File: src/tank_pkg.sv
// --------------------
// tank arena package
// arena size, tick periods, coordinate widths and the
// direction, tank state and spawn corner encodings
// --------------------

package tank_pkg;

	// --------------------
	// arena geometry
	localparam int unsigned COORD_W = 5;            // cell coordinate width
	localparam logic [COORD_W-1:0] X_MAX = 5'd24;   // rightmost column
	localparam logic [COORD_W-1:0] Y_MAX = 5'd20;   // bottom row

	// --------------------
	// tick periods in clk cycles
	localparam int unsigned MOVE_TICK_CYCLES   = 8;  // kept short for sim
	localparam int unsigned BULLET_TICK_CYCLES = 4;  // bullet runs at twice tank speed

	localparam int unsigned MOVE_CNT_W   = $clog2(MOVE_TICK_CYCLES);
	localparam int unsigned BULLET_CNT_W = $clog2(BULLET_TICK_CYCLES);

	// terminal counts where the strobes fire
	localparam logic [MOVE_CNT_W-1:0]   MOVE_LAST   = MOVE_CNT_W'(MOVE_TICK_CYCLES - 1);
	localparam logic [BULLET_CNT_W-1:0] BULLET_LAST = BULLET_CNT_W'(BULLET_TICK_CYCLES - 1);

	// score counter, wraps mod 32
	localparam int unsigned SCORE_W = 5;

	// --------------------
	// encodings
	typedef enum logic [1:0]
	{
		DIR_UP    = 2'd0,   // y - 1
		DIR_DOWN  = 2'd1,   // y + 1
		DIR_LEFT  = 2'd2,   // x - 1
		DIR_RIGHT = 2'd3    // x + 1
	} dir_e;

	typedef enum logic
	{
		TANK_IDLE  = 1'b0,
		TANK_ALIVE = 1'b1
	} tank_state_e;

	// spawn corners, bit 0 picks east and bit 1 picks south
	typedef enum logic [1:0]
	{
		CORNER_NW = 2'd0,   // (0,0)
		CORNER_NE = 2'd1,   // (X_MAX,0)
		CORNER_SW = 2'd2,   // (0,Y_MAX)
		CORNER_SE = 2'd3    // (X_MAX,Y_MAX)
	} corner_e;

endpackage

File: src/enemy_bullet.sv
// --------------------
// enemy bullet
// single bullet launched from the tank cell, one cell per
// bullet tick, retired at the arena edge
// --------------------

`timescale 1ns/1ps

module enemy_bullet
(
	input  logic                          clk,
	input  logic                          rst_n,
	input  logic                          enable,
	input  logic                          bullet_tick,
	input  logic                          fire,        // dropped while in flight
	input  tank_pkg::dir_e                fire_dir,
	input  logic [tank_pkg::COORD_W-1:0]  tank_x,
	input  logic [tank_pkg::COORD_W-1:0]  tank_y,
	output logic                          ebul_active,
	output logic [tank_pkg::COORD_W-1:0]  ebul_x,
	output logic [tank_pkg::COORD_W-1:0]  ebul_y
);

	tank_pkg::dir_e dir_q;    // flight direction
	logic           at_edge;  // next step would leave the arena

	always_comb
	begin
		case (dir_q)
			tank_pkg::DIR_UP:   at_edge = (ebul_y == '0);
			tank_pkg::DIR_DOWN: at_edge = (ebul_y == tank_pkg::Y_MAX);
			tank_pkg::DIR_LEFT: at_edge = (ebul_x == '0);
			default:            at_edge = (ebul_x == tank_pkg::X_MAX);
		endcase
	end

	// --------------------
	// flight control
	always_ff @(posedge clk)
	begin
		if (!rst_n || !enable)
			ebul_active <= 1'b0;
		else if (!ebul_active)
			ebul_active <= fire;                 // accept only when idle
		else if (bullet_tick && at_edge)
			ebul_active <= 1'b0;                 // flew off the arena
	end

	// --------------------
	// position and direction
	always_ff @(posedge clk)
	begin
		if (!rst_n)
		begin
			ebul_x <= '0;
			ebul_y <= '0;
			dir_q  <= tank_pkg::DIR_UP;
		end
		else if (!ebul_active && fire)
		begin
			ebul_x <= tank_x;   // launch cell
			ebul_y <= tank_y;
			dir_q  <= fire_dir;
		end
		else if (ebul_active && bullet_tick && !at_edge)
		begin
			case (dir_q)
				tank_pkg::DIR_UP:   ebul_y <= ebul_y - 1'b1;
				tank_pkg::DIR_DOWN: ebul_y <= ebul_y + 1'b1;
				tank_pkg::DIR_LEFT: ebul_x <= ebul_x - 1'b1;
				default:            ebul_x <= ebul_x + 1'b1;
			endcase
		end
	end

endmodule

File: src/enemy_tank_ai.sv
// --------------------
// enemy tank
// spawn at a corner, chase the player one cell per move tick,
// request a shot when lined up, detect hits and count kills
// --------------------

`timescale 1ns/1ps

module enemy_tank_ai
(
	input  logic                          clk,
	input  logic                          rst_n,
	input  logic                          enable,
	input  logic                          move_tick,
	input  logic                          spawn,
	input  tank_pkg::corner_e             spawn_corner,
	input  logic [tank_pkg::COORD_W-1:0]  player_x,
	input  logic [tank_pkg::COORD_W-1:0]  player_y,
	input  logic                          shot_valid,    // player bullet in flight
	input  logic [tank_pkg::COORD_W-1:0]  shot_x,
	input  logic [tank_pkg::COORD_W-1:0]  shot_y,
	output logic                          tank_alive,
	output logic [tank_pkg::COORD_W-1:0]  tank_x,
	output logic [tank_pkg::COORD_W-1:0]  tank_y,
	output tank_pkg::dir_e                tank_dir,      // last step taken
	output logic [tank_pkg::SCORE_W-1:0]  score,
	output logic                          fire,          // one cycle shot request
	output tank_pkg::dir_e                fire_dir
);

	tank_pkg::tank_state_e state_q;

	// --------------------
	// distance stage, one cycle behind the cells
	logic [tank_pkg::COORD_W-1:0] h_dis;   // |player_x - tank_x|
	logic [tank_pkg::COORD_W-1:0] v_dis;   // |player_y - tank_y|
	logic                         plr_left; // player has smaller x
	logic                         plr_up;   // player has smaller y

	always_ff @(posedge clk)
	begin
		if (!rst_n)
		begin
			h_dis    <= '0;
			v_dis    <= '0;
			plr_left <= 1'b0;
			plr_up   <= 1'b0;
		end
		else if (enable)
		begin
			plr_left <= (player_x < tank_x);
			plr_up   <= (player_y < tank_y);
			h_dis    <= (player_x < tank_x) ? tank_x - player_x : player_x - tank_x;
			v_dis    <= (player_y < tank_y) ? tank_y - player_y : player_y - tank_y;
		end
	end

	// --------------------
	// chase rule
	logic           h_zero;
	logic           v_zero;
	logic           on_player;  // same cell, stand still
	logic           aligned;    // same row or column only
	logic           go_horiz;
	logic           step_ok;    // step stays inside the arena
	tank_pkg::dir_e step_dir;

	assign h_zero    = (h_dis == '0);
	assign v_zero    = (v_dis == '0);
	assign on_player = h_zero && v_zero;
	assign aligned   = h_zero ^ v_zero;
	// row aligned, or shorter horizontal gap; ties go vertical
	assign go_horiz  = v_zero || (!h_zero && (h_dis < v_dis));

	always_comb
	begin
		if (go_horiz)
			step_dir = plr_left ? tank_pkg::DIR_LEFT : tank_pkg::DIR_RIGHT;
		else
			step_dir = plr_up ? tank_pkg::DIR_UP : tank_pkg::DIR_DOWN;
	end

	always_comb
	begin
		case (step_dir)
			tank_pkg::DIR_UP:   step_ok = (tank_y != '0);
			tank_pkg::DIR_DOWN: step_ok = (tank_y != tank_pkg::Y_MAX);
			tank_pkg::DIR_LEFT: step_ok = (tank_x != '0);
			default:            step_ok = (tank_x != tank_pkg::X_MAX);
		endcase
	end

	// --------------------
	// spawn corner decode
	logic [tank_pkg::COORD_W-1:0] corner_x;
	logic [tank_pkg::COORD_W-1:0] corner_y;
	tank_pkg::dir_e               corner_dir;  // face into the arena

	always_comb
	begin
		corner_x   = '0;
		corner_y   = '0;
		corner_dir = tank_pkg::DIR_DOWN;
		case (spawn_corner)
			tank_pkg::CORNER_NW: ;
			tank_pkg::CORNER_NE: corner_x = tank_pkg::X_MAX;
			tank_pkg::CORNER_SW:
			begin
				corner_y   = tank_pkg::Y_MAX;
				corner_dir = tank_pkg::DIR_UP;
			end
			default:
			begin
				corner_x   = tank_pkg::X_MAX;
				corner_y   = tank_pkg::Y_MAX;
				corner_dir = tank_pkg::DIR_UP;
			end
		endcase
	end

	// --------------------
	// hit test, player on the tank or shot on tank or a neighbour
	logic x_eq;
	logic y_eq;
	logic x_adj;  // shot one column off, no wrap
	logic y_adj;
	logic hit;

	assign x_eq  = (shot_x == tank_x);
	assign y_eq  = (shot_y == tank_y);
	assign x_adj = ({1'b0, tank_x} + 1'b1 == {1'b0, shot_x}) ||
	               ({1'b0, shot_x} + 1'b1 == {1'b0, tank_x});
	assign y_adj = ({1'b0, tank_y} + 1'b1 == {1'b0, shot_y}) ||
	               ({1'b0, shot_y} + 1'b1 == {1'b0, tank_y});
	assign hit   = tank_alive &&
	               (((player_x == tank_x) && (player_y == tank_y)) ||
	                (shot_valid && ((x_eq && y_eq) || (x_eq && y_adj) || (x_adj && y_eq))));

	assign tank_alive = (state_q == tank_pkg::TANK_ALIVE);

	// --------------------
	// tank state, position and score
	always_ff @(posedge clk)
	begin
		if (!rst_n)
		begin
			state_q  <= tank_pkg::TANK_IDLE;
			tank_x   <= '0;
			tank_y   <= '0;
			tank_dir <= tank_pkg::DIR_UP;
			score    <= '0;
			fire     <= 1'b0;
			fire_dir <= tank_pkg::DIR_UP;
		end
		else if (!enable)
		begin
			state_q <= tank_pkg::TANK_IDLE;  // game restart
			score   <= '0;
			fire    <= 1'b0;
		end
		else
		begin
			fire <= 1'b0;  // strobe
			case (state_q)
				tank_pkg::TANK_IDLE:
				begin
					if (spawn)
					begin
						state_q  <= tank_pkg::TANK_ALIVE;
						tank_x   <= corner_x;
						tank_y   <= corner_y;
						tank_dir <= corner_dir;
					end
				end
				default:
				begin
					if (hit)
					begin
						state_q <= tank_pkg::TANK_IDLE;
						score   <= score + 1'b1;  // wraps
					end
					else if (move_tick && !on_player)
					begin
						if (aligned)
						begin
							fire     <= 1'b1;      // lined up, shoot along the line
							fire_dir <= step_dir;
						end
						if (step_ok)
						begin
							tank_dir <= step_dir;
							case (step_dir)
								tank_pkg::DIR_UP:   tank_y <= tank_y - 1'b1;
								tank_pkg::DIR_DOWN: tank_y <= tank_y + 1'b1;
								tank_pkg::DIR_LEFT: tank_x <= tank_x - 1'b1;
								default:            tank_x <= tank_x + 1'b1;
							endcase
						end
					end
				end
			endcase
		end
	end

endmodule

File: src/game_tick.sv
// --------------------
// game tick generator
// move and bullet enable strobes divided down from clk
// --------------------

`timescale 1ns/1ps

module game_tick
(
	input  logic clk,
	input  logic rst_n,
	input  logic enable,
	output logic move_tick,    // one cycle every MOVE_TICK_CYCLES
	output logic bullet_tick   // one cycle every BULLET_TICK_CYCLES
);

	logic [tank_pkg::MOVE_CNT_W-1:0]   move_cnt;
	logic [tank_pkg::BULLET_CNT_W-1:0] bullet_cnt;

	// counters held at zero while the game is off
	// so a restart begins with a full period
	always_ff @(posedge clk)
	begin
		if (!rst_n || !enable)
		begin
			move_cnt    <= '0;
			bullet_cnt  <= '0;
			move_tick   <= 1'b0;
			bullet_tick <= 1'b0;
		end
		else
		begin
			move_tick   <= (move_cnt == tank_pkg::MOVE_LAST);     // pulse on wrap
			bullet_tick <= (bullet_cnt == tank_pkg::BULLET_LAST);
			move_cnt    <= (move_cnt == tank_pkg::MOVE_LAST) ? '0 : move_cnt + 1'b1;
			bullet_cnt  <= (bullet_cnt == tank_pkg::BULLET_LAST) ? '0 : bullet_cnt + 1'b1;
		end
	end

endmodule

File: src/tank_arena.sv
// --------------------
// tank arena top
// tick generator, enemy tank and enemy bullet
// --------------------

`timescale 1ns/1ps

module tank_arena
(
	input  logic                          clk,
	input  logic                          rst_n,
	input  logic                          enable,       // low restarts the game
	input  logic                          spawn,
	input  tank_pkg::corner_e             spawn_corner,
	input  logic [tank_pkg::COORD_W-1:0]  player_x,
	input  logic [tank_pkg::COORD_W-1:0]  player_y,
	input  logic                          shot_valid,
	input  logic [tank_pkg::COORD_W-1:0]  shot_x,
	input  logic [tank_pkg::COORD_W-1:0]  shot_y,
	output logic                          tank_alive,
	output logic [tank_pkg::COORD_W-1:0]  tank_x,
	output logic [tank_pkg::COORD_W-1:0]  tank_y,
	output tank_pkg::dir_e                tank_dir,
	output logic [tank_pkg::SCORE_W-1:0]  score,
	output logic                          ebul_active,
	output logic [tank_pkg::COORD_W-1:0]  ebul_x,
	output logic [tank_pkg::COORD_W-1:0]  ebul_y
);

	logic           move_tick;
	logic           bullet_tick;
	logic           fire;      // tank to bullet
	tank_pkg::dir_e fire_dir;

	game_tick u_game_tick
	(
		.clk         (clk),
		.rst_n       (rst_n),
		.enable      (enable),
		.move_tick   (move_tick),
		.bullet_tick (bullet_tick)
	);

	enemy_tank_ai u_enemy_tank_ai
	(
		.clk          (clk),
		.rst_n        (rst_n),
		.enable       (enable),
		.move_tick    (move_tick),
		.spawn        (spawn),
		.spawn_corner (spawn_corner),
		.player_x     (player_x),
		.player_y     (player_y),
		.shot_valid   (shot_valid),
		.shot_x       (shot_x),
		.shot_y       (shot_y),
		.tank_alive   (tank_alive),
		.tank_x       (tank_x),
		.tank_y       (tank_y),
		.tank_dir     (tank_dir),
		.score        (score),
		.fire         (fire),
		.fire_dir     (fire_dir)
	);

	// launch cell is the tank cell after its step
	enemy_bullet u_enemy_bullet
	(
		.clk         (clk),
		.rst_n       (rst_n),
		.enable      (enable),
		.bullet_tick (bullet_tick),
		.fire        (fire),
		.fire_dir    (fire_dir),
		.tank_x      (tank_x),
		.tank_y      (tank_y),
		.ebul_active (ebul_active),
		.ebul_x      (ebul_x),
		.ebul_y      (ebul_y)
	);

endmodule

File: config.mk
export PLATFORM = sky130hd
export DESIGN_NAME = tank_arena
export DESIGN_NICKNAME = d
export VERILOG_FILES = /design/src/tank_pkg.sv /design/src/enemy_bullet.sv /design/src/enemy_tank_ai.sv /design/src/game_tick.sv /design/src/tank_arena.sv
export SDC_FILE = /design/constraint.sdc
export NUM_CORES = 1
export LEC_CHECK = 0
export BUFFER_PORTS_ARGS = -buffer_cell sky130_fd_sc_hd__buf_2
export CAP_MARGIN = 5
export CORE_ASPECT_RATIO = 1.2
export CORE_MARGIN = 8
export CORE_UTILIZATION = 30
export DETAILED_ROUTE_END_ITERATION = 16
export PLACE_DENSITY = 0.52
export SKIP_CTS_REPAIR_TIMING = 1
export SYNTH_ARGS = -nofsm -noshare
export SYNTH_HDL_FRONTEND = slang
export SYNTH_SLANG_ARGS = --single-unit
File: constraint.sdc
create_clock -name clk -period 4.3 [get_ports clk]
set_input_delay 0.86 -clock clk [delete_from_list [all_inputs] [get_ports clk]]
set_output_delay 0.86 -clock clk [all_outputs]
set_load 0.005 [all_outputs]
==> reports/metrics.cfg, run 1 <==
[sta]
worst_pin_slew_ns = 0.9269
hold_viol_final = 0
tns_ns = 0
rsz0062_at_grt = no
finalSetupViolations = 0
max_slew_margin_pct = 38.07
period_share_pct = 80.49
layout_min_cycle_time_ns = 3.461
fmax_mhz = 288.9
fin_ws_ns = 0.8389
maxSlewViolCount = 0
fin_skew_ns = 0.004674

[cts]
htreeDepth = 2
cts.sinks = 53
clk_pin_slew_ns = 0.07
cts_made_buffers = 5
cts_root_buffer = clkbuf_16
cts_tree = built
clkLatencyLatePin_ns = 0.30
cts_max_path_buffers = 2

[synth]
synth_area_leader_cell = dfxtp_1
yosysSeqAreaShare_pct = 22.25
synth_warnings = 0
synth.most_common_cell = dfxtp_1
synthCells = 577
synthTopCellsByArea = dfxtp_1, ha_1, xnor2_1
synth_commonest_cells = dfxtp_1, ha_1, nand2_1
synth_edf_count = 0
syn_area_mm2 = 0.004770
ys_seq_elements = 53
netlist.area_leader.share_pct = 22.25
syn_avg_cell_area_um2 = 8.266
synth_ff_type = dfxtp_1
syn_nets = 657
synth_cell_types = 76
async_reset_ff_share_pct = 0

[placed_design]
pre_cts_ws_ns = 0.8595
dpl-instance-area_mm2 = 0.005199
gp_congestion = 0.8085
dp_cells = 816
place_hpwl_um = 10940
port_buffers = 55

[grt]
antenna_found_initial = 0
grt_pass1_vias = 4431
use_met2_pct = 25.76
grt_start_max_net_pins = 31
track_usage_pct = 13.89
busiest_layer = met2
grt_util_met1_pct = 15.87
grt_pass1_wl_um = 23140
grt.overflow.total = 0
grtUsageMet3_pct = 2.249

[routing]
antenna_left = 0
num_vias = 4359
route.detailed.wl_per_inst_um = 17.21
drc = 0
wirelength_um = 14180
vias_per_cell = 5.290
drt_iter0_drc = 191
drt_first_pass_iters = 5

[layout]
final_area_mm2 = 0.005389
finalNetCount = 695
final_cells = 824
antenna_cells = 0
layout-drive-gt1-share_pct = 15.75
layout-area-overhead-vs-synth_pct = 12.99

[power]
p_per_area_mw_per_mm2 = 295.4
ir_drop_uv = 185.0
p_seq_share_pct = 34.4
switchingPower_mw = 0.5409
p_leak_nw = 2.247
combPwrFrac_pct = 32.2
switching_share_pct = 33.98
intPower_mw = 1.051
finalPower_mw = 1.592
power_frac_clock_pct = 33.4

[setup_path]
crit_arrival_ns = 3.70
r2r-end = u_enemy_tank_ai.tank_x[4]
crit_path_end_kind = flop
critPathKind = reg -> reg
reg2reg_depth = 14
critPathLaunch = u_enemy_tank_ai.v_dis[1]
cp-start-kind = flop
required_ns = 4.54
rr_startpoint = u_enemy_tank_ai.v_dis[1]
cp_max_fo = 8
crit_end = u_enemy_tank_ai.tank_x[4]
r2r_slack_ns = 0.84

[floorplanning]
io_pins = 56
dieArea_mm2 = 0.02021
start_util_pct = 30.62
die-width_um = 131.1
row_count = 50
die_y_um = 154.1
core_area_mm2 = 0.01558

[outcome]
outcome = finished, final reports clean

[min_path]
hold_class = reg -> reg

[job]
drv_cap = 0

layout make-up:
cell class | count | area [µm²]
repair buffers | 64 | 342.8
fillers | 1650 | 10190
inverters | 41 | 153.9
flip-flops and latches | 53 | 1061
multi-input cells | 450 | 3381
clock buffers | 5 | 125.1
well taps | 208 | 260.3
clock inverters | 3 | 65.06
metrics by stage:
step	utilization [%]	hold WS, ns
after floorplan	-	0.4082
after global placement	33.37	0.4168
after detailed placement	33.37	0.4250
after CTS	34.59	0.4356
after global routing	34.59	0.4545
final	34.59	0.4388
state kept, by name, summed over array words and instances (netlist names), 3 cells and up:
name                    cells
u_enemy_bullet.ebul_x       5
u_enemy_bullet.ebul_y       5
u_enemy_tank_ai.h_dis       5
u_enemy_tank_ai.score       5
u_enemy_tank_ai.tank_x      5
u_enemy_tank_ai.tank_y      5
u_enemy_tank_ai.v_dis       5
u_game_tick.move_cnt        3
cells by family after synthesis:
logic type               synth area share (%)
AND/OR/NAND/NOR                         21.56
multiplexers                            5.037
adder cells (fa/ha/maj)                 15.16
buffers and inverters                   6.873
XOR/XNOR                                7.529
flip-flops                              22.25
AO/OA/AOI/OAI                           21.59
layout by cell type (no fill, tap or decap), types with 9 or more instances in the layout:
| cell | n |
|---|---|
| dfxtp_1 | 53 |
| nand4_1 | 12 |
| nor2b_1 | 9 |
| buf_2 | 55 |
| a21oi_1 | 31 |
| or3_1 | 9 |
| o21ai_0 | 14 |
| nand2_1 | 42 |
| nand2b_1 | 11 |
| ha_1 | 45 |
| xnor2_1 | 23 |
| o211ai_1 | 13 |
| mux2i_1 | 15 |
| buf_4 | 9 |
| nand3_1 | 21 |
| inv_1 | 40 |
| a211oi_1 | 13 |
| nor2_1 | 40 |
| xor2_1 | 13 |
worst min path at each step:
stage,from,endpoint,cells past startpoint
2_1_floorplan,u_game_tick.bullet_cnt[0],u_game_tick.bullet_cnt[0],1
3_3_place_gp,u_game_tick.bullet_cnt[0],u_game_tick.bullet_cnt[0],1
3_5_place_dp,u_game_tick.bullet_cnt[0],u_game_tick.bullet_cnt[0],1
4_1_cts,u_game_tick.bullet_cnt[0],u_game_tick.bullet_cnt[0],1
5_1_grt,u_game_tick.bullet_cnt[0],u_game_tick.bullet_cnt[0],1
6_report,u_game_tick.bullet_cnt[0],u_game_tick.bullet_cnt[0],1
power by group through the flow:
stage,Clock [mW],Sequential [mW],Combinational (mW)
after CTS,0.547,0.549,0.514
after global routing,0.564,0.552,0.571
final,0.531,0.548,0.513
after detailed placement,0,0.561,0.511
after global placement,0,0.559,0.499
after floorplan,0,0.543,0.391
layer usage:
| layer | part of all wire [%] | vias up |
|---|---|---|
| met3 | 3.5 | 12 |
| met4 | 1.4 | 0 |
| met1 | 43 | 2076 |
| met2 | 52 | 90 |
| li1 | - | 2181 |
| met5 | 0 | - |
critical path, stage by stage (launching register included):
cell and delay, ns:
dfxtp_1 0.36, inv_1 0.06, ha_1 0.28, a2111oi_0 0.55
o31a_1 0.31, or2_2 0.24, nand2_1 0.11, fa_1 0.41
nand2b_1 0.15, a21oi_1 0.15, xnor2_1 0.10, a311o_1 0.32
o311ai_0 0.10, nand4_1 0.13, nand3_1 0.11
Power figures use the tool's default switching activity.
==> run 2, diff against run 1 <==
--- a/config.mk
+++ b/config.mk
@@ -11,7 +11,7 @@
 export CORE_MARGIN = 8
 export CORE_UTILIZATION = 30
 export DETAILED_ROUTE_END_ITERATION = 16
-export PLACE_DENSITY = 0.52
+export PLACE_DENSITY = 0.53
 export SKIP_CTS_REPAIR_TIMING = 1
 export SYNTH_ARGS = -nofsm -noshare
 export SYNTH_HDL_FRONTEND = slang
==> constraint.sdc (replaced) <==
create_clock -name clk -period 3.03 [get_ports clk]
set_input_delay 0.606 -clock clk [delete_from_list [all_inputs] [get_ports clk]]
set_output_delay 0.606 -clock clk [all_outputs]
set_load 0.005 [all_outputs]
==> reports/metrics.cfg, run 2 (synthesis gave the netlist of run 1 again) <==
[grt]
track_usage_pct = 14.24  ; +0.35 points
grt_pass1_vias = 4630  ; +4.5%
grt_start_max_net_pins = 30  ; -3.2%
grt.overflow.total = 0  ; unchanged
antenna_found_initial = 0  ; unchanged
grt_pass1_wl_um = 23790  ; +2.8%

[placed_design]
port_buffers = 55  ; unchanged
gp_congestion = 0.8779  ; +8.6%
dp_cells = 865  ; +6.0%
place_hpwl_um = 11580  ; +5.8%

[cts]
cts_made_buffers = 5  ; unchanged
clkLatencyLatePin_ns = 0.30  ; about the same
htreeDepth = 2  ; unchanged
cts_tree = built
cts_max_path_buffers = 2  ; unchanged
cts_root_buffer = clkbuf_16
cts.sinks = 53  ; unchanged
clk_pin_slew_ns = 0.07  ; about the same

[setup_path]
cp_max_fo = 3  ; -5
required_ns = 3.27  ; -1.27 ns
crit_arrival_ns = 3.40  ; -0.30 ns
critPathKind = reg -> reg
cp-start-kind = flop
crit_path_end_kind = flop

[floorplanning]
row_count = 50  ; unchanged
io_pins = 56  ; unchanged
start_util_pct = 30.62  ; unchanged
die_y_um = 154.1  ; unchanged
dieArea_mm2 = 0.02021  ; unchanged
core_area_mm2 = 0.01558  ; unchanged
die-width_um = 131.1  ; unchanged

[sta]
maxSlewViolCount = 0  ; unchanged
tns_ns = -0.1679  ; -0.1679 ns
layout_min_cycle_time_ns = 3.165  ; -0.2959 ns
fin_skew_ns = 0.008661  ; +0.003987 ns
period_share_pct = 104.5  ; +24 points
fin_ws_ns = -0.1352  ; -0.9741 ns
hold_viol_final = 0  ; unchanged
rsz0062_at_grt = yes
worst_pin_slew_ns = 0.7469  ; -0.1800 ns
fmax_mhz = 315.9  ; +9.3%
max_slew_margin_pct = 49.79  ; +12 points
finalSetupViolations = 2  ; +2

[outcome]
failed_checks = setup timing
outcome = finished, violations left

[routing]
vias_per_cell = 5.240  ; -0.94%
wirelength_um = 14690  ; +3.5%
route.detailed.wl_per_inst_um = 16.80  ; -2.4%
drt_iter0_drc = 240  ; +26%
drt_first_pass_iters = 5  ; unchanged
antenna_left = 0  ; unchanged
num_vias = 4580  ; +5.1%
drc = 0  ; unchanged

[min_path]
hold_class = reg -> reg

[layout]
layout-area-overhead-vs-synth_pct = 21.83
antenna_cells = 0  ; unchanged
final_cells = 874  ; +6.1%
layout_common_cells = buf_4, buf_2, dfxtp_1, ha_1, nand2_1
fin_util_pct = 37.30  ; +2.7 points
finalNetCount = 746  ; +7.3%
final_common_cell = buf_4
layout-drive-gt1-share_pct = 24.17  ; +8.4 points

[power]
p_leak_nw = 2.488  ; +11%
finalPower_mw = 2.340  ; +47%
ir_drop_uv = 192.5  ; +4.1%
p_per_area_mw_per_mm2 = 402.7  ; +36%

[job]
drv_cap = 0  ; unchanged

[run 2: cell types whose count changed in the layout (fill, tap and decap cells not counted), sizes merged]
| cell | delta |
|---|---|
| buf | +51 |
| bufinv | -1 |
[run 2: final cells by class]
cell class,count,area (µm²)
repair buffers,115,725.7
multi-input cells,450,3450
clock buffers,5,125.1
clock inverters,2,35.03
fillers,1628,9767
inverters,41,153.9
flip-flops and latches,53,1061
well taps,208,260.3
[run 2: final timing paths]
kind / endpoint / slack (ns) / from / cells after the start
setup / recovery: u_enemy_tank_ai.tank_y[4] / -0.14 / u_enemy_tank_ai.h_dis[0] / 12
hold / removal: u_game_tick.bullet_cnt[0] / 0.44 / u_game_tick.bullet_cnt[0] / 1
setup reg to reg: u_enemy_tank_ai.tank_y[4] / -0.14 / u_enemy_tank_ai.h_dis[0] / 12
hold reg to reg: u_game_tick.bullet_cnt[0] / 0.44 / u_game_tick.bullet_cnt[0] / 1
[run 2: stage by stage]
step           hold WS, ns  instance area, µm²  setup WS (ns)
4_1_cts             0.4432                5744        -0.1446
2_1_floorplan       0.4082                4788       -0.02704
3_3_place_gp        0.4175                5584       -0.09079
3_5_place_dp        0.4321                5584        -0.1192
5_1_grt             0.4733                5811        -0.2417
6_report            0.4388                5811        -0.1352
[run 2: layer usage]
| layer | part of all wire, % | track usage, % |
|---|---|---|
| met1 | 42 | 16.54 |
| met4 | 2.5 | 5.266 |
| met2 | 51 | 25.59 |
| met3 | 4.5 | 2.379 |
| met5 | 0 | 0 |
[run 2: worst max-delay path, cell delays in order (launching register included)]
cell and delay, ns:
dfxtp_1 0.32, or4_4 0.54, o21ba_1 0.20, o31a_1 0.12, or3_4 0.36, fa_2 0.35, a21o_1 0.19, a21oi_2 0.14
xnor2_1 0.08, or4_1 0.42, a21oi_2 0.16, o2111ai_1 0.11, nand3_1 0.12
[run 2: where the power goes]
part | internal, mW | switching, mW | total [mW]
registers | 0.731 | 0.0390 | 0.770
clock network | 0.385 | 0.269 | 0.654
logic | 0.417 | 0.499 | 0.916
